**src/include/fifo_cfg.svh**
```systemverilog
`ifndef FIFO_CFG_SVH
`define FIFO_CFG_SVH

// queue geometry.
`define FIFO_DEPTH        16
`define FIFO_DATA_WIDTH   16
`define FIFO_ALMOST_FULL  14
`define FIFO_ALMOST_EMPTY 2

// register map, byte offsets.
`define AXIL_ADDR_WIDTH   4
`define FIFO_ADDR_PUSH    4'h0
`define FIFO_ADDR_POP     4'h4
`define FIFO_ADDR_STATUS  4'h8
`define FIFO_ADDR_CTRL    4'hC

`endif

```
**src/verilog/fifo_pkg.sv**
```systemverilog
`include "fifo_cfg.svh"

package fifo_pkg;

    // count must reach FIFO_DEPTH itself, hence the extra bit.
    localparam int COUNT_W = $clog2(`FIFO_DEPTH) + 1;

    typedef logic [`FIFO_DATA_WIDTH-1:0] data_t;

    typedef logic [COUNT_W-1:0] count_t;

    typedef enum logic [1:0] {
        OKAY   = 2'b00,
        SLVERR = 2'b10
    } resp_t;

    // ========================================
    // status register layout
    // ========================================
    typedef struct packed {
        logic [11:0]         rsvd_hi;       // bits 31:20.
        logic                almost_empty;  // bit 19.
        logic                almost_full;   // bit 18.
        logic                empty;         // bit 17.
        logic                full;          // bit 16.
        logic [15-COUNT_W:0] rsvd_lo;       // bits 15:5.
        count_t              count;         // bits 4:0.
    } status_t;

endpackage

```
**src/verilog/axil_push_port.sv**
```systemverilog
`include "fifo_cfg.svh"

module axil_push_port (
    input  logic                        clk,
    input  logic                        rst_n,

    // write address channel
    input  logic                        awvalid,
    output logic                        awready,
    input  logic [`AXIL_ADDR_WIDTH-1:0] awaddr,

    // write data channel
    input  logic                        wvalid,
    output logic                        wready,
    input  logic [31:0]                 wdata,

    // write response channel
    output logic                        bvalid,
    input  logic                        bready,
    output fifo_pkg::resp_t             bresp,

    // fifo side
    input  logic                        full,
    output logic                        push,
    output fifo_pkg::data_t             push_data,
    output logic                        flush
);

    import fifo_pkg::*;

    logic  wr_fire;
    logic  is_push;
    logic  is_ctrl;
    resp_t resp_next;

    // ========================================
    // handshake and decode
    // ========================================

    // both channels are taken in the same cycle, and only with no response pending.
    assign wr_fire = awvalid && wvalid && !bvalid;
    assign awready = wr_fire;
    assign wready  = wr_fire;

    assign is_push = (awaddr == `FIFO_ADDR_PUSH);
    assign is_ctrl = (awaddr == `FIFO_ADDR_CTRL);

    // fifo strobes, qualified by the handshake.
    assign push      = wr_fire && is_push && !full;  // a push into a full fifo is dropped.
    assign push_data = wdata[$bits(data_t)-1:0];
    assign flush     = wr_fire && is_ctrl && wdata[0];

    always_comb begin
        if (is_push && !full) begin
            resp_next = OKAY;
        end else if (is_ctrl) begin
            resp_next = OKAY;  // ctrl write is accepted with bit 0 clear too.
        end else begin
            resp_next = SLVERR;
        end
    end

    // ========================================
    // write response
    // ========================================

    always_ff @(posedge clk or negedge rst_n) begin
        if (!rst_n) begin
            bvalid <= 1'b0;
            bresp  <= OKAY;
        end else begin
            if (wr_fire) begin
                bvalid <= 1'b1;
                bresp  <= resp_next;
            end else if (bvalid && bready) begin
                bvalid <= 1'b0;  // response taken.
            end
        end
    end

endmodule

```
**src/verilog/sync_fifo.sv**
```systemverilog
`include "fifo_cfg.svh"

module sync_fifo #(
    parameter int DEPTH         = `FIFO_DEPTH,
    parameter int AFULL_THRESH  = `FIFO_ALMOST_FULL,
    parameter int AEMPTY_THRESH = `FIFO_ALMOST_EMPTY
) (
    input  logic             clk,
    input  logic             rst_n,

    // write side
    input  logic             push,
    input  fifo_pkg::data_t  push_data,

    // read side
    input  logic             pop,
    output fifo_pkg::data_t  pop_data,

    input  logic             flush,

    // fill state
    output fifo_pkg::count_t count,
    output logic             full,
    output logic             empty,
    output logic             almost_full,
    output logic             almost_empty
);

    import fifo_pkg::*;

    localparam int PTR_W = (DEPTH > 1) ? $clog2(DEPTH) : 1;

    data_t            mem [DEPTH];
    logic [PTR_W-1:0] wr_ptr;
    logic [PTR_W-1:0] rd_ptr;

    // wraps at DEPTH, so depths that are not a power of two also work.
    function automatic logic [PTR_W-1:0] ptr_next(input logic [PTR_W-1:0] ptr);
        if (ptr == PTR_W'(DEPTH - 1)) begin
            return '0;
        end
        return ptr + 1'b1;
    endfunction

    // ========================================
    // storage
    // ========================================

    always_ff @(posedge clk) begin
        if (push && !flush) begin
            mem[wr_ptr] <= push_data;
        end
        if (pop && !flush) begin
            pop_data <= mem[rd_ptr];  // head word, valid the cycle after pop.
        end
    end

    // ========================================
    // pointers and count
    // ========================================

    always_ff @(posedge clk or negedge rst_n) begin
        if (!rst_n) begin
            wr_ptr <= '0;
            rd_ptr <= '0;
            count  <= '0;
        end else if (flush) begin
            wr_ptr <= '0;  // flush wins over push and pop.
            rd_ptr <= '0;
            count  <= '0;
        end else begin
            if (push) begin
                wr_ptr <= ptr_next(wr_ptr);
            end
            if (pop) begin
                rd_ptr <= ptr_next(rd_ptr);
            end
            case ({push, pop})
                2'b10: count <= count + 1'b1;
                2'b01: count <= count - 1'b1;
                default: count <= count;  // idle, or push and pop together.
            endcase
        end
    end

    // flags follow the count.
    assign full         = (count == count_t'(DEPTH));
    assign empty        = (count == '0);
    assign almost_full  = (count >= count_t'(AFULL_THRESH));
    assign almost_empty = (count <= count_t'(AEMPTY_THRESH));

endmodule

```
**src/verilog/axil_pop_port.sv**
```systemverilog
`include "fifo_cfg.svh"

module axil_pop_port (
    input  logic                        clk,
    input  logic                        rst_n,

    // read address channel
    input  logic                        arvalid,
    output logic                        arready,
    input  logic [`AXIL_ADDR_WIDTH-1:0] araddr,

    // read data channel
    output logic                        rvalid,
    input  logic                        rready,
    output logic [31:0]                 rdata,
    output fifo_pkg::resp_t             rresp,

    // fifo side
    output logic                        pop,
    input  fifo_pkg::data_t             pop_data,
    input  fifo_pkg::count_t            count,
    input  logic                        full,
    input  logic                        empty,
    input  logic                        almost_full,
    input  logic                        almost_empty
);

    import fifo_pkg::*;

    typedef enum logic [1:0] {
        SEL_ZERO,
        SEL_POP,
        SEL_STATUS
    } rsel_t;

    logic    rd_fire;
    logic    is_pop;
    logic    is_status;
    status_t status_now;
    status_t status_q;
    rsel_t   rsel_q;

    // ========================================
    // handshake and decode
    // ========================================

    assign arready = !rvalid;  // one read in flight.
    assign rd_fire = arvalid && arready;

    assign is_pop    = (araddr == `FIFO_ADDR_POP);
    assign is_status = (araddr == `FIFO_ADDR_STATUS);

    assign pop = rd_fire && is_pop && !empty;

    always_comb begin
        status_now              = '0;
        status_now.count        = count;
        status_now.full         = full;
        status_now.empty        = empty;
        status_now.almost_full  = almost_full;
        status_now.almost_empty = almost_empty;
    end

    // ========================================
    // read response
    // ========================================

    always_ff @(posedge clk or negedge rst_n) begin
        if (!rst_n) begin
            rvalid <= 1'b0;
            rresp  <= OKAY;
            rsel_q <= SEL_ZERO;
        end else begin
            if (rd_fire) begin
                rvalid <= 1'b1;
                if (is_pop && !empty) begin
                    rresp  <= OKAY;
                    rsel_q <= SEL_POP;
                end else if (is_status) begin
                    rresp  <= OKAY;
                    rsel_q <= SEL_STATUS;
                end else begin
                    rresp  <= SLVERR;  // empty pop or unmapped address.
                    rsel_q <= SEL_ZERO;
                end
            end else if (rvalid && rready) begin
                rvalid <= 1'b0;
            end
        end
    end

    // status is captured in the AR cycle.
    always_ff @(posedge clk) begin
        if (rd_fire) begin
            status_q <= status_now;
        end
    end

    // pop_data holds until the next pop, which waits for rready.
    always_comb begin
        case (rsel_q)
            SEL_POP:    rdata = 32'(pop_data);
            SEL_STATUS: rdata = status_q;
            default:    rdata = '0;
        endcase
    end

endmodule

```
**src/verilog/fifo_axil_top.sv**
```systemverilog
`include "fifo_cfg.svh"

module fifo_axil_top (
    input  logic                        clk,
    input  logic                        rst_n,

    // write channels
    input  logic                        awvalid,
    output logic                        awready,
    input  logic [`AXIL_ADDR_WIDTH-1:0] awaddr,
    input  logic                        wvalid,
    output logic                        wready,
    input  logic [31:0]                 wdata,
    output logic                        bvalid,
    input  logic                        bready,
    output fifo_pkg::resp_t             bresp,

    // read channels
    input  logic                        arvalid,
    output logic                        arready,
    input  logic [`AXIL_ADDR_WIDTH-1:0] araddr,
    output logic                        rvalid,
    input  logic                        rready,
    output logic [31:0]                 rdata,
    output fifo_pkg::resp_t             rresp
);

    import fifo_pkg::*;

    logic   push;
    data_t  push_data;
    logic   flush;
    logic   pop;
    data_t  pop_data;
    count_t count;
    logic   full;
    logic   empty;
    logic   almost_full;
    logic   almost_empty;

    axil_push_port axil_push_port_i (
        .clk       (clk),
        .rst_n     (rst_n),
        .awvalid   (awvalid),
        .awready   (awready),
        .awaddr    (awaddr),
        .wvalid    (wvalid),
        .wready    (wready),
        .wdata     (wdata),
        .bvalid    (bvalid),
        .bready    (bready),
        .bresp     (bresp),
        .full      (full),
        .push      (push),
        .push_data (push_data),
        .flush     (flush)
    );

    sync_fifo sync_fifo_i (
        .clk          (clk),
        .rst_n        (rst_n),
        .push         (push),
        .push_data    (push_data),
        .pop          (pop),
        .pop_data     (pop_data),
        .flush        (flush),
        .count        (count),
        .full         (full),
        .empty        (empty),
        .almost_full  (almost_full),
        .almost_empty (almost_empty)
    );

    axil_pop_port axil_pop_port_i (
        .clk          (clk),
        .rst_n        (rst_n),
        .arvalid      (arvalid),
        .arready      (arready),
        .araddr       (araddr),
        .rvalid       (rvalid),
        .rready       (rready),
        .rdata        (rdata),
        .rresp        (rresp),
        .pop          (pop),
        .pop_data     (pop_data),
        .count        (count),
        .full         (full),
        .empty        (empty),
        .almost_full  (almost_full),
        .almost_empty (almost_empty)
    );

endmodule

```
**config.mk**
```make
export PLATFORM = sky130hd
export DESIGN_NAME = fifo_axil_top
export DESIGN_NICKNAME = d
export VERILOG_FILES = /design/src/verilog/fifo_pkg.sv /design/src/verilog/axil_push_port.sv /design/src/verilog/sync_fifo.sv /design/src/verilog/axil_pop_port.sv /design/src/verilog/fifo_axil_top.sv
export VERILOG_INCLUDE_DIRS = /design/src /design/src/include
export SDC_FILE = /design/constraint.sdc
export NUM_CORES = 1
export LEC_CHECK = 0
export ABC_AREA = 1
export BUFFER_PORTS_ARGS = -buffer_cell sky130_fd_sc_hd__buf_2
export CAP_MARGIN = 20
export CORE_MARGIN = 2
export CORE_UTILIZATION = 55
export CTS_BUF_LIST = sky130_fd_sc_hd__clkbuf_4
export DETAILED_ROUTE_END_ITERATION = 8
export GPL_TIMING_DRIVEN = 0
export HOLD_SLACK_MARGIN = 0.03
export PLACE_DENSITY = 0.74
export SYNTH_ARGS = -nofsm -noshare
export SYNTH_HDL_FRONTEND = slang
export SYNTH_SLANG_ARGS = --single-unit
```
**constraint.sdc**
```tcl
create_clock -name clk -period 3.1 [get_ports clk]
set_input_delay 0.465 -clock clk [delete_from_list [all_inputs] [get_ports clk]]
set_output_delay 0.465 -clock clk [all_outputs]
set_load 0.005 [all_outputs]
```
# Word-level counts from Yosys, hierarchy flattened
# Memories as Yosys holds them, arrays and structs flattened. A register that Yosys moved wholly into a read port is not among the register bits.
# Cells that the tools add are included.
totals:
  n_memories: 1
  inputBits: 47
  mem_bits_rw: 256
  elab_cells: 86
  reg_bits: 30
classes:
  magnitude_cmp: 2
  addsub: 4
  eq_ne: 10
  muxes: 29
  reduce_logical: 27
memory_table:
  columns: ["memory", "depth", "width", "read_ports", "rd_clocked_by_memory_dff", "wr", "line_no", "rtl"]
  rows:
  - ["sync_fifo_i.mem", 16, 16, 1, 1, 1, "sync_fifo.sv:33", "data_t mem [DEPTH];"]
op_table:
  columns: ["cell", "n"]
  rows:
  - ["$pmux W20 S2", 1]
  - ["$mux W4", 8]
  - ["$eq A4 B4 Y1 const B", 4]
  - ["$logic_and A1 B1 Y1", 15]
  - ["$mux W1", 12]
  - ["$mux W2", 6]
  - ["$pmux W5 S2", 1]
  - ["$add A4 B1 Y4 const B", 2]
  - ["$reduce_bool A2 Y1", 4]
  - ["$add A5 B1 Y5 const B", 1]
  - ["$eq A5 B5 Y1 const B", 1]
  - ["$ge A5 B4 Y1 const B", 1]
  - ["$le A5 B2 Y1 const B", 1]
  - ["$logic_not A1 Y1", 5]
  - ["$logic_not A5 Y1", 1]
  - ["$mux W5", 1]
  - ["$sub A5 B1 Y5 const B", 1]
  - ["$eq A2 B1 Y1 const B", 2]
  - ["$eq A2 B2 Y1 const B", 2]
  - ["$eq A4 B3 Y1 const B", 1]
  - ["$logic_not A4 Y1", 1]
  - ["$reduce_bool A3 Y1", 1]

# Logic depth before layout (Yosys ltp)
logic_depth:
  depth_word: 9
  ltp_mapped: 16
  mapped_depth_nobuf: 16

# By module
# A second synthesis with hierarchy kept.
unflattened:
  hier_cells: 1064
  area_unflattened_um2: 12534.5
modules_own_cells:
  columns: ["module", "area_per_inst_um2", "cells_each", "seq_area_each_um2", "instances"]
  rows:
  - ["sync_fifo", 11413.4, 927, 8493.1, 1]
  - ["axil_pop_port", 858.3, 99, 370.4, 1]
  - ["axil_push_port", 262.8, 38, 50.0, 1]

# Least setup slack after synthesis
# Ideal clock, no wire load.
synth_timing:
  path_kind: "input -> register"
  from: "input port awaddr[1]"
  to: "memory sync_fifo_i.mem[1][0] in the netlist's numbering, enable pin"
  n_path_buf: 0
  path_slack_ns: 0.415
  stages: 7
  required_ns: 2.691
  arrival_ns: 2.275
  setup_ns: 0.409
  cell_sequence: "nor2_4 -> nand2_1 -> nor2_2 -> nand2_4 -> inv_1 -> nand2_1 -> nor3_1"
synth_between:
  elab_chain_len: 7
  word_cells_on_any_way: 10
  cone_classes: "1 x eq/ne; 2 x mux; 7 x reduce/logical"
synth_lines:
  columns: ["item", "line_no", "rtl"]
  rows:
  - ["start: declaration", "fifo_axil_top.sv:10", "input logic [`AXIL_ADDR_WIDTH-1:0] awaddr,"]
  - ["$eq A4 B4 Y1 (no line)", null, null]
  - ["$logic_and A1 B1 Y1 (2 in series)", "axil_push_port.sv:51", "assign flush = wr_fire && is_ctrl && wdata[0];"]
  - ["$logic_not A1 Y1", "sync_fifo.sv:50", "if (push && !flush) begin"]
  - ["$logic_and A1 B1 Y1 *", "sync_fifo.sv:50", null]
  - ["$mux W1 *", "sync_fifo.sv:50", null]
  - ["$mux W1 (not written as such) *", "sync_fifo.sv:51", "mem[wr_ptr] <= push_data;"]
  - ["end: declaration", "sync_fifo.sv:33", null]
# Mark *: on every way between the ends. The rest lies on a longest branch, timed or not.

# Final worst setup path
layout_timing:
  from: "register sync_fifo_i.count[2]"
  to: "memory sync_fifo_i.mem[1][4] in the netlist's numbering, enable pin"
layout_between:
  elab_chain_len: 6
layout_lines:
  columns: ["item", "line_no", "rtl"]
  rows:
  - ["start: declaration", "sync_fifo.sv:22", "output fifo_pkg::count_t count,"]
  - ["start signal: assignment", "sync_fifo.sv:79", "2'b10: count <= count + 1'b1;"]
  - ["start signal: assignment", "sync_fifo.sv:80", "2'b01: count <= count - 1'b1;"]
  - ["start signal: assignment", "sync_fifo.sv:81", "default: count <= count;"]
  - ["$eq A5 B5 Y1", "sync_fifo.sv:87", "assign full = (count == count_t'(DEPTH));"]
  - ["$logic_not A1 Y1", "axil_push_port.sv:49", "assign push = wr_fire && is_push && !full;"]
  - ["$logic_and A1 B1 Y1", "axil_push_port.sv:49", null]
  - ["$logic_and A1 B1 Y1", "sync_fifo.sv:50", null]
  - ["$mux W1", "sync_fifo.sv:50", null]
  - ["$mux W1 (not written as such)", "sync_fifo.sv:51", null]
# No other way between the ends.

==> summary.txt <==
Hold path
  • Worst Hold Depth: 4
  • Hold_sp: araddr[0]
  • Worst hold path class: in -> reg
  • Hold Path End: axil_pop_port_i.rsel_q[1]$_DFFE_PN0P_

STA
  • Max Transition Viols Final: 0
  • Final hold violations: 0
  • Final period utilization: 85.8%
  • Final Critical Period: 2.66 ns
  • RSZ-0062 raised after global routing: false
  • Clock Skew: 0.0410 ns
  • Max_slew headroom: 32.2%
  • Slew @ Worst Pin: 1.02 ns
  • # setup viols final: 0
  • Setup_tns: 0 ns
  • FMAX: 376 MHz

Critical path
  • Worst EP arrival: 3.01 ns
  • Worst Path Required: 3.46 ns
  • WP buf/inv: 2
  • Worst r2r dst: sync_fifo_i.mem[1][4]$_DFFE_PP_
  • FF-to-FF path depth: 7
  • FF-to-FF setup slack: 0.44 ns
  • Largest delay contributor family on the critical path: simple AND/OR/NAND/NOR gates
  • Critical Path Sink Type: register
  • Critical-path cell list: nor2_2 -> nand3_1 -> nand2_4 -> inv_1 -> nand2_1 -> nor3_2 -> buf_6
  • CP peak stage delay: 0.79 ns
  • Worst r2r src: sync_fifo_i.count[2]$_DFFE_PN0P_
  • Crit path launch type: register
  • Crit Path Category: reg -> reg
  • CP max stage cell: nor3_2
  • Crit Path Max Fanout: 10

Placement
  • Port bufs: 57
  • Post-DP HPWL: 20600 microns
  • Placed inst area: 13300 sq um
  • Placer Congestion: 0.903

Clocking
  • Clk slew on worst S/H paths: 0.07 ns
  • Hold-fix buffers, CTS: 3
  • CTS max path bufs: 3
  • CTS tree: built
  • CTS Buf Count: 72
  • H-tree Lvls: 3
  • Sink Count: 300
  • Post-CTS Setup Bufs: 0
  • CTS root buf: clkbuf_4
  • Post-CTS resize count: 0
  • Worst-Skew Late Latency: 0.69 ns

Run
  • Max-cap violations: 0

Yosys
  • Synth Area in Adders: 0.812%
  • Area contributors post-synth: edfxtp_1 68%, nand2_1 4.9%, dfrtp_1 3.9%
  • Post-synthesis xor/xnor area fraction: 0.284%
  • Yosys synthesis warning count: 0
  • Post-synthesis sequential area ratio: 72.3%
  • Post-synthesis compound-gate area fraction: 9.46%
  • Mux cell area share after synthesis: 0%
  • Synth unique cells: 37
  • Top cell type's share of synthesized area: 68.5%
  • Netlist Area Pre-Place: 12300 sq um
  • Main combinational cell family by area after synthesis: simple AND/OR/NAND/NOR gates
  • Mean post-synth cell area: 12.8 sq um
  • Post-Syn Instances: 966
  • Simple-Gate Fraction of Synth Area: 12.9%
  • Seq cells post-synth: 300
  • Synth area leader: edfxtp_1

Floorplan
  • Die outline height: 154 microns
  • Ports: 88
  • Die area: 23600 sq um
  • Site row count: 54
  • Initial Util: 56.3%
  • Core area: 21900 sq um
  • Chip Width: 154 microns

GRT
  • Global-route wire length before repair: 47600 microns
  • Global Route Usage Sum: 26.9%
  • Grt ovf: 0
  • Largest net degree at the start of global routing: 20
  • Vias in the first global route: 8387
  • Initial antenna violation count: 2

Pwr
  • Leakage power: 5.30 nW
  • Worst vdd ir: 0.462 mV
  • Power after layout: 11.7 mW
  • Power per Cell Area: 821 nW/um^2

Routing
  • Vias: 8602
  • DRC: 0
  • First drt pass iteration count: 6
  • WL per Instance: 21.5 microns
  • Via density per instance: 5.89
  • Routed Antenna Nets: 0
  • DRT iter0 DRCs: 1154
  • Drt total wl: 31400 microns

Layout
  • Util after Layout: 65.0%
  • Fin area: 14200 sq um
  • Fin nets: 1184
  • Layout cell share with drive strength beyond 1: 23.1%
  • Area grow syn2layout: 15.5%
  • Filler cell count in the final layout: 1614

Outcome
  • Status: complete, no violations
-- per-stage QoR --
step / instances / worst slack (ns) / hold slack (ns)
final: 1460 / 0.441 / 0.121
after CTS: 1458 / 0.415 / 0.0896
after detailed placement: 1332 / 0.342 / 0.463
after floorplan: 979 / 0.415 / 0.169
after global placement: 1316 / -1.06 / 0.459
after global routing: 1459 / 0.164 / 0.145
-- power by group --
part	internal (mW)	switching (mW)
clock	1.73	1.52
sequential	4.64	0.129
combinational	0.992	2.68
-- synthesized netlist by cell type --
master,count
edfxtp_1,281
dfrtp_1,19
nand2_1,161
nand2_4,3
nand3_1,39
nand4_4,1
buf_2,10
a21oi_1,47
inv_2,7
conb_1,1
nand2_2,10
nor2_2,5
o21bai_2,1
inv_1,41
nand3_4,3
o2bb2ai_1,1
clkbuf_1,31
nor2_8,4
nor3_1,7
o31ai_1,1
clkinv_1,1
or2_1,1
nand4_1,13
a221oi_1,19
o211ai_1,1
xor2_1,3
ha_1,8
nand3_2,3
o221ai_1,13
buf_1,5
o21ai_0,94
nor2_4,3
xnor2_1,1
nor2_1,85
o21bai_1,1
o22ai_1,22
buf_4,20
-- cells in the final DEF, fill, tap and decap left out, types with 7 or more instances in the layout --
cell / count
inv_1: 41
o221ai_1: 13
ha_1: 8
edfxtp_1: 281
buf_2: 67
nand2_2: 10
o22ai_1: 22
buf_8: 9
clkinv_1: 11
conb_1: 14
nand4_1: 13
nand2_1: 161
nand3_1: 39
nor2_2: 15
a221oi_1: 19
nor2_1: 75
dfrtp_1: 19
a21oi_1: 47
clkbuf_4: 106
o21ai_0: 94
clkbuf_1: 31
inv_2: 10
buf_4: 20
buf_6: 7
-- routing by layer --
layer | vias up | wire length, microns | global-route usage [%]
li1 | 3842 | - | -
met1 | 4065 | 11800 | 36.2
met2 | 607 | 14800 | 42.1
met3 | 86 | 3860 | 6.60
met4 | 2 | 943 | 12.0
met5 | - | 10 | 0
-- how the worst max path moves through the flow --
stage / from / end / slack [ns] / depth (start not counted)
after floorplan: awaddr[1] / sync_fifo_i.mem[1][0]$_DFFE_PP_ / 0.42 / 7
after global placement: awaddr[1] / sync_fifo_i.mem[8][10]$_DFFE_PP_ / -1.06 / 8
after detailed placement: awaddr[1] / sync_fifo_i.mem[8][7]$_DFFE_PP_ / 0.34 / 9
after CTS: axil_pop_port_i.rsel_q[1]$_DFFE_PN0P_ / rdata[11] / 0.42 / 7
after global routing: axil_pop_port_i.rsel_q[1]$_DFFE_PN0P_ / rdata[15] / 0.16 / 7
final: sync_fifo_i.count[2]$_DFFE_PN0P_ / sync_fifo_i.mem[1][4]$_DFFE_PP_ / 0.44 / 7
-- final cells by class --
type / count / area [sq um] / share of cell area, %
timing repair buffer: 76 / 529 / 3.72
inverter: 49 / 184 / 1.29
clock inverter: 17 / 121 / 0.853
tap: 280 / 350 / 2.46
buffer: 66 / 335 / 2.36
multi-input combinational: 564 / 3000 / 21.0
clock buffer: 106 / 796 / 5.59
sequential: 300 / 8910 / 62.6
antenna: 2 / 5.00 / 0.0352
-- cell families (layout without fill, tap and decap cells) --
family / Yosys count / count (layout)
xor+xnor: 4 / 4
other cells: 1 / 16
simple gates: 338 / 338
compound gates: 200 / 200
buf+inv: 115 / 314
fa+ha+maj: 8 / 8
flops: 300 / 300
-- worst register-to-register path, stage by stage (launching register included) --
cell and delay, ns:
dfrtp_1 0.47, nor2_2 0.08, nand3_1 0.19, nand2_4 0.16, inv_1 0.19, nand2_1 0.19, nor3_2 0.79, buf_6 0.27
-- registers in the layout (all words and copies together), names as in the netlist --
name	cells
axil_pop_port_i.status_q	9
sync_fifo_i.rd_ptr	4
axil_pop_port_i.rvalid	1
axil_push_port_i.bvalid	1
sync_fifo_i.wr_ptr	4
axil_push_port_i.bresp	1
sync_fifo_i.mem	256
sync_fifo_i.count	5
sync_fifo_i.pop_data	16
axil_pop_port_i.rresp	1
axil_pop_port_i.rsel_q	2
(Power assumes the default switching activity.)
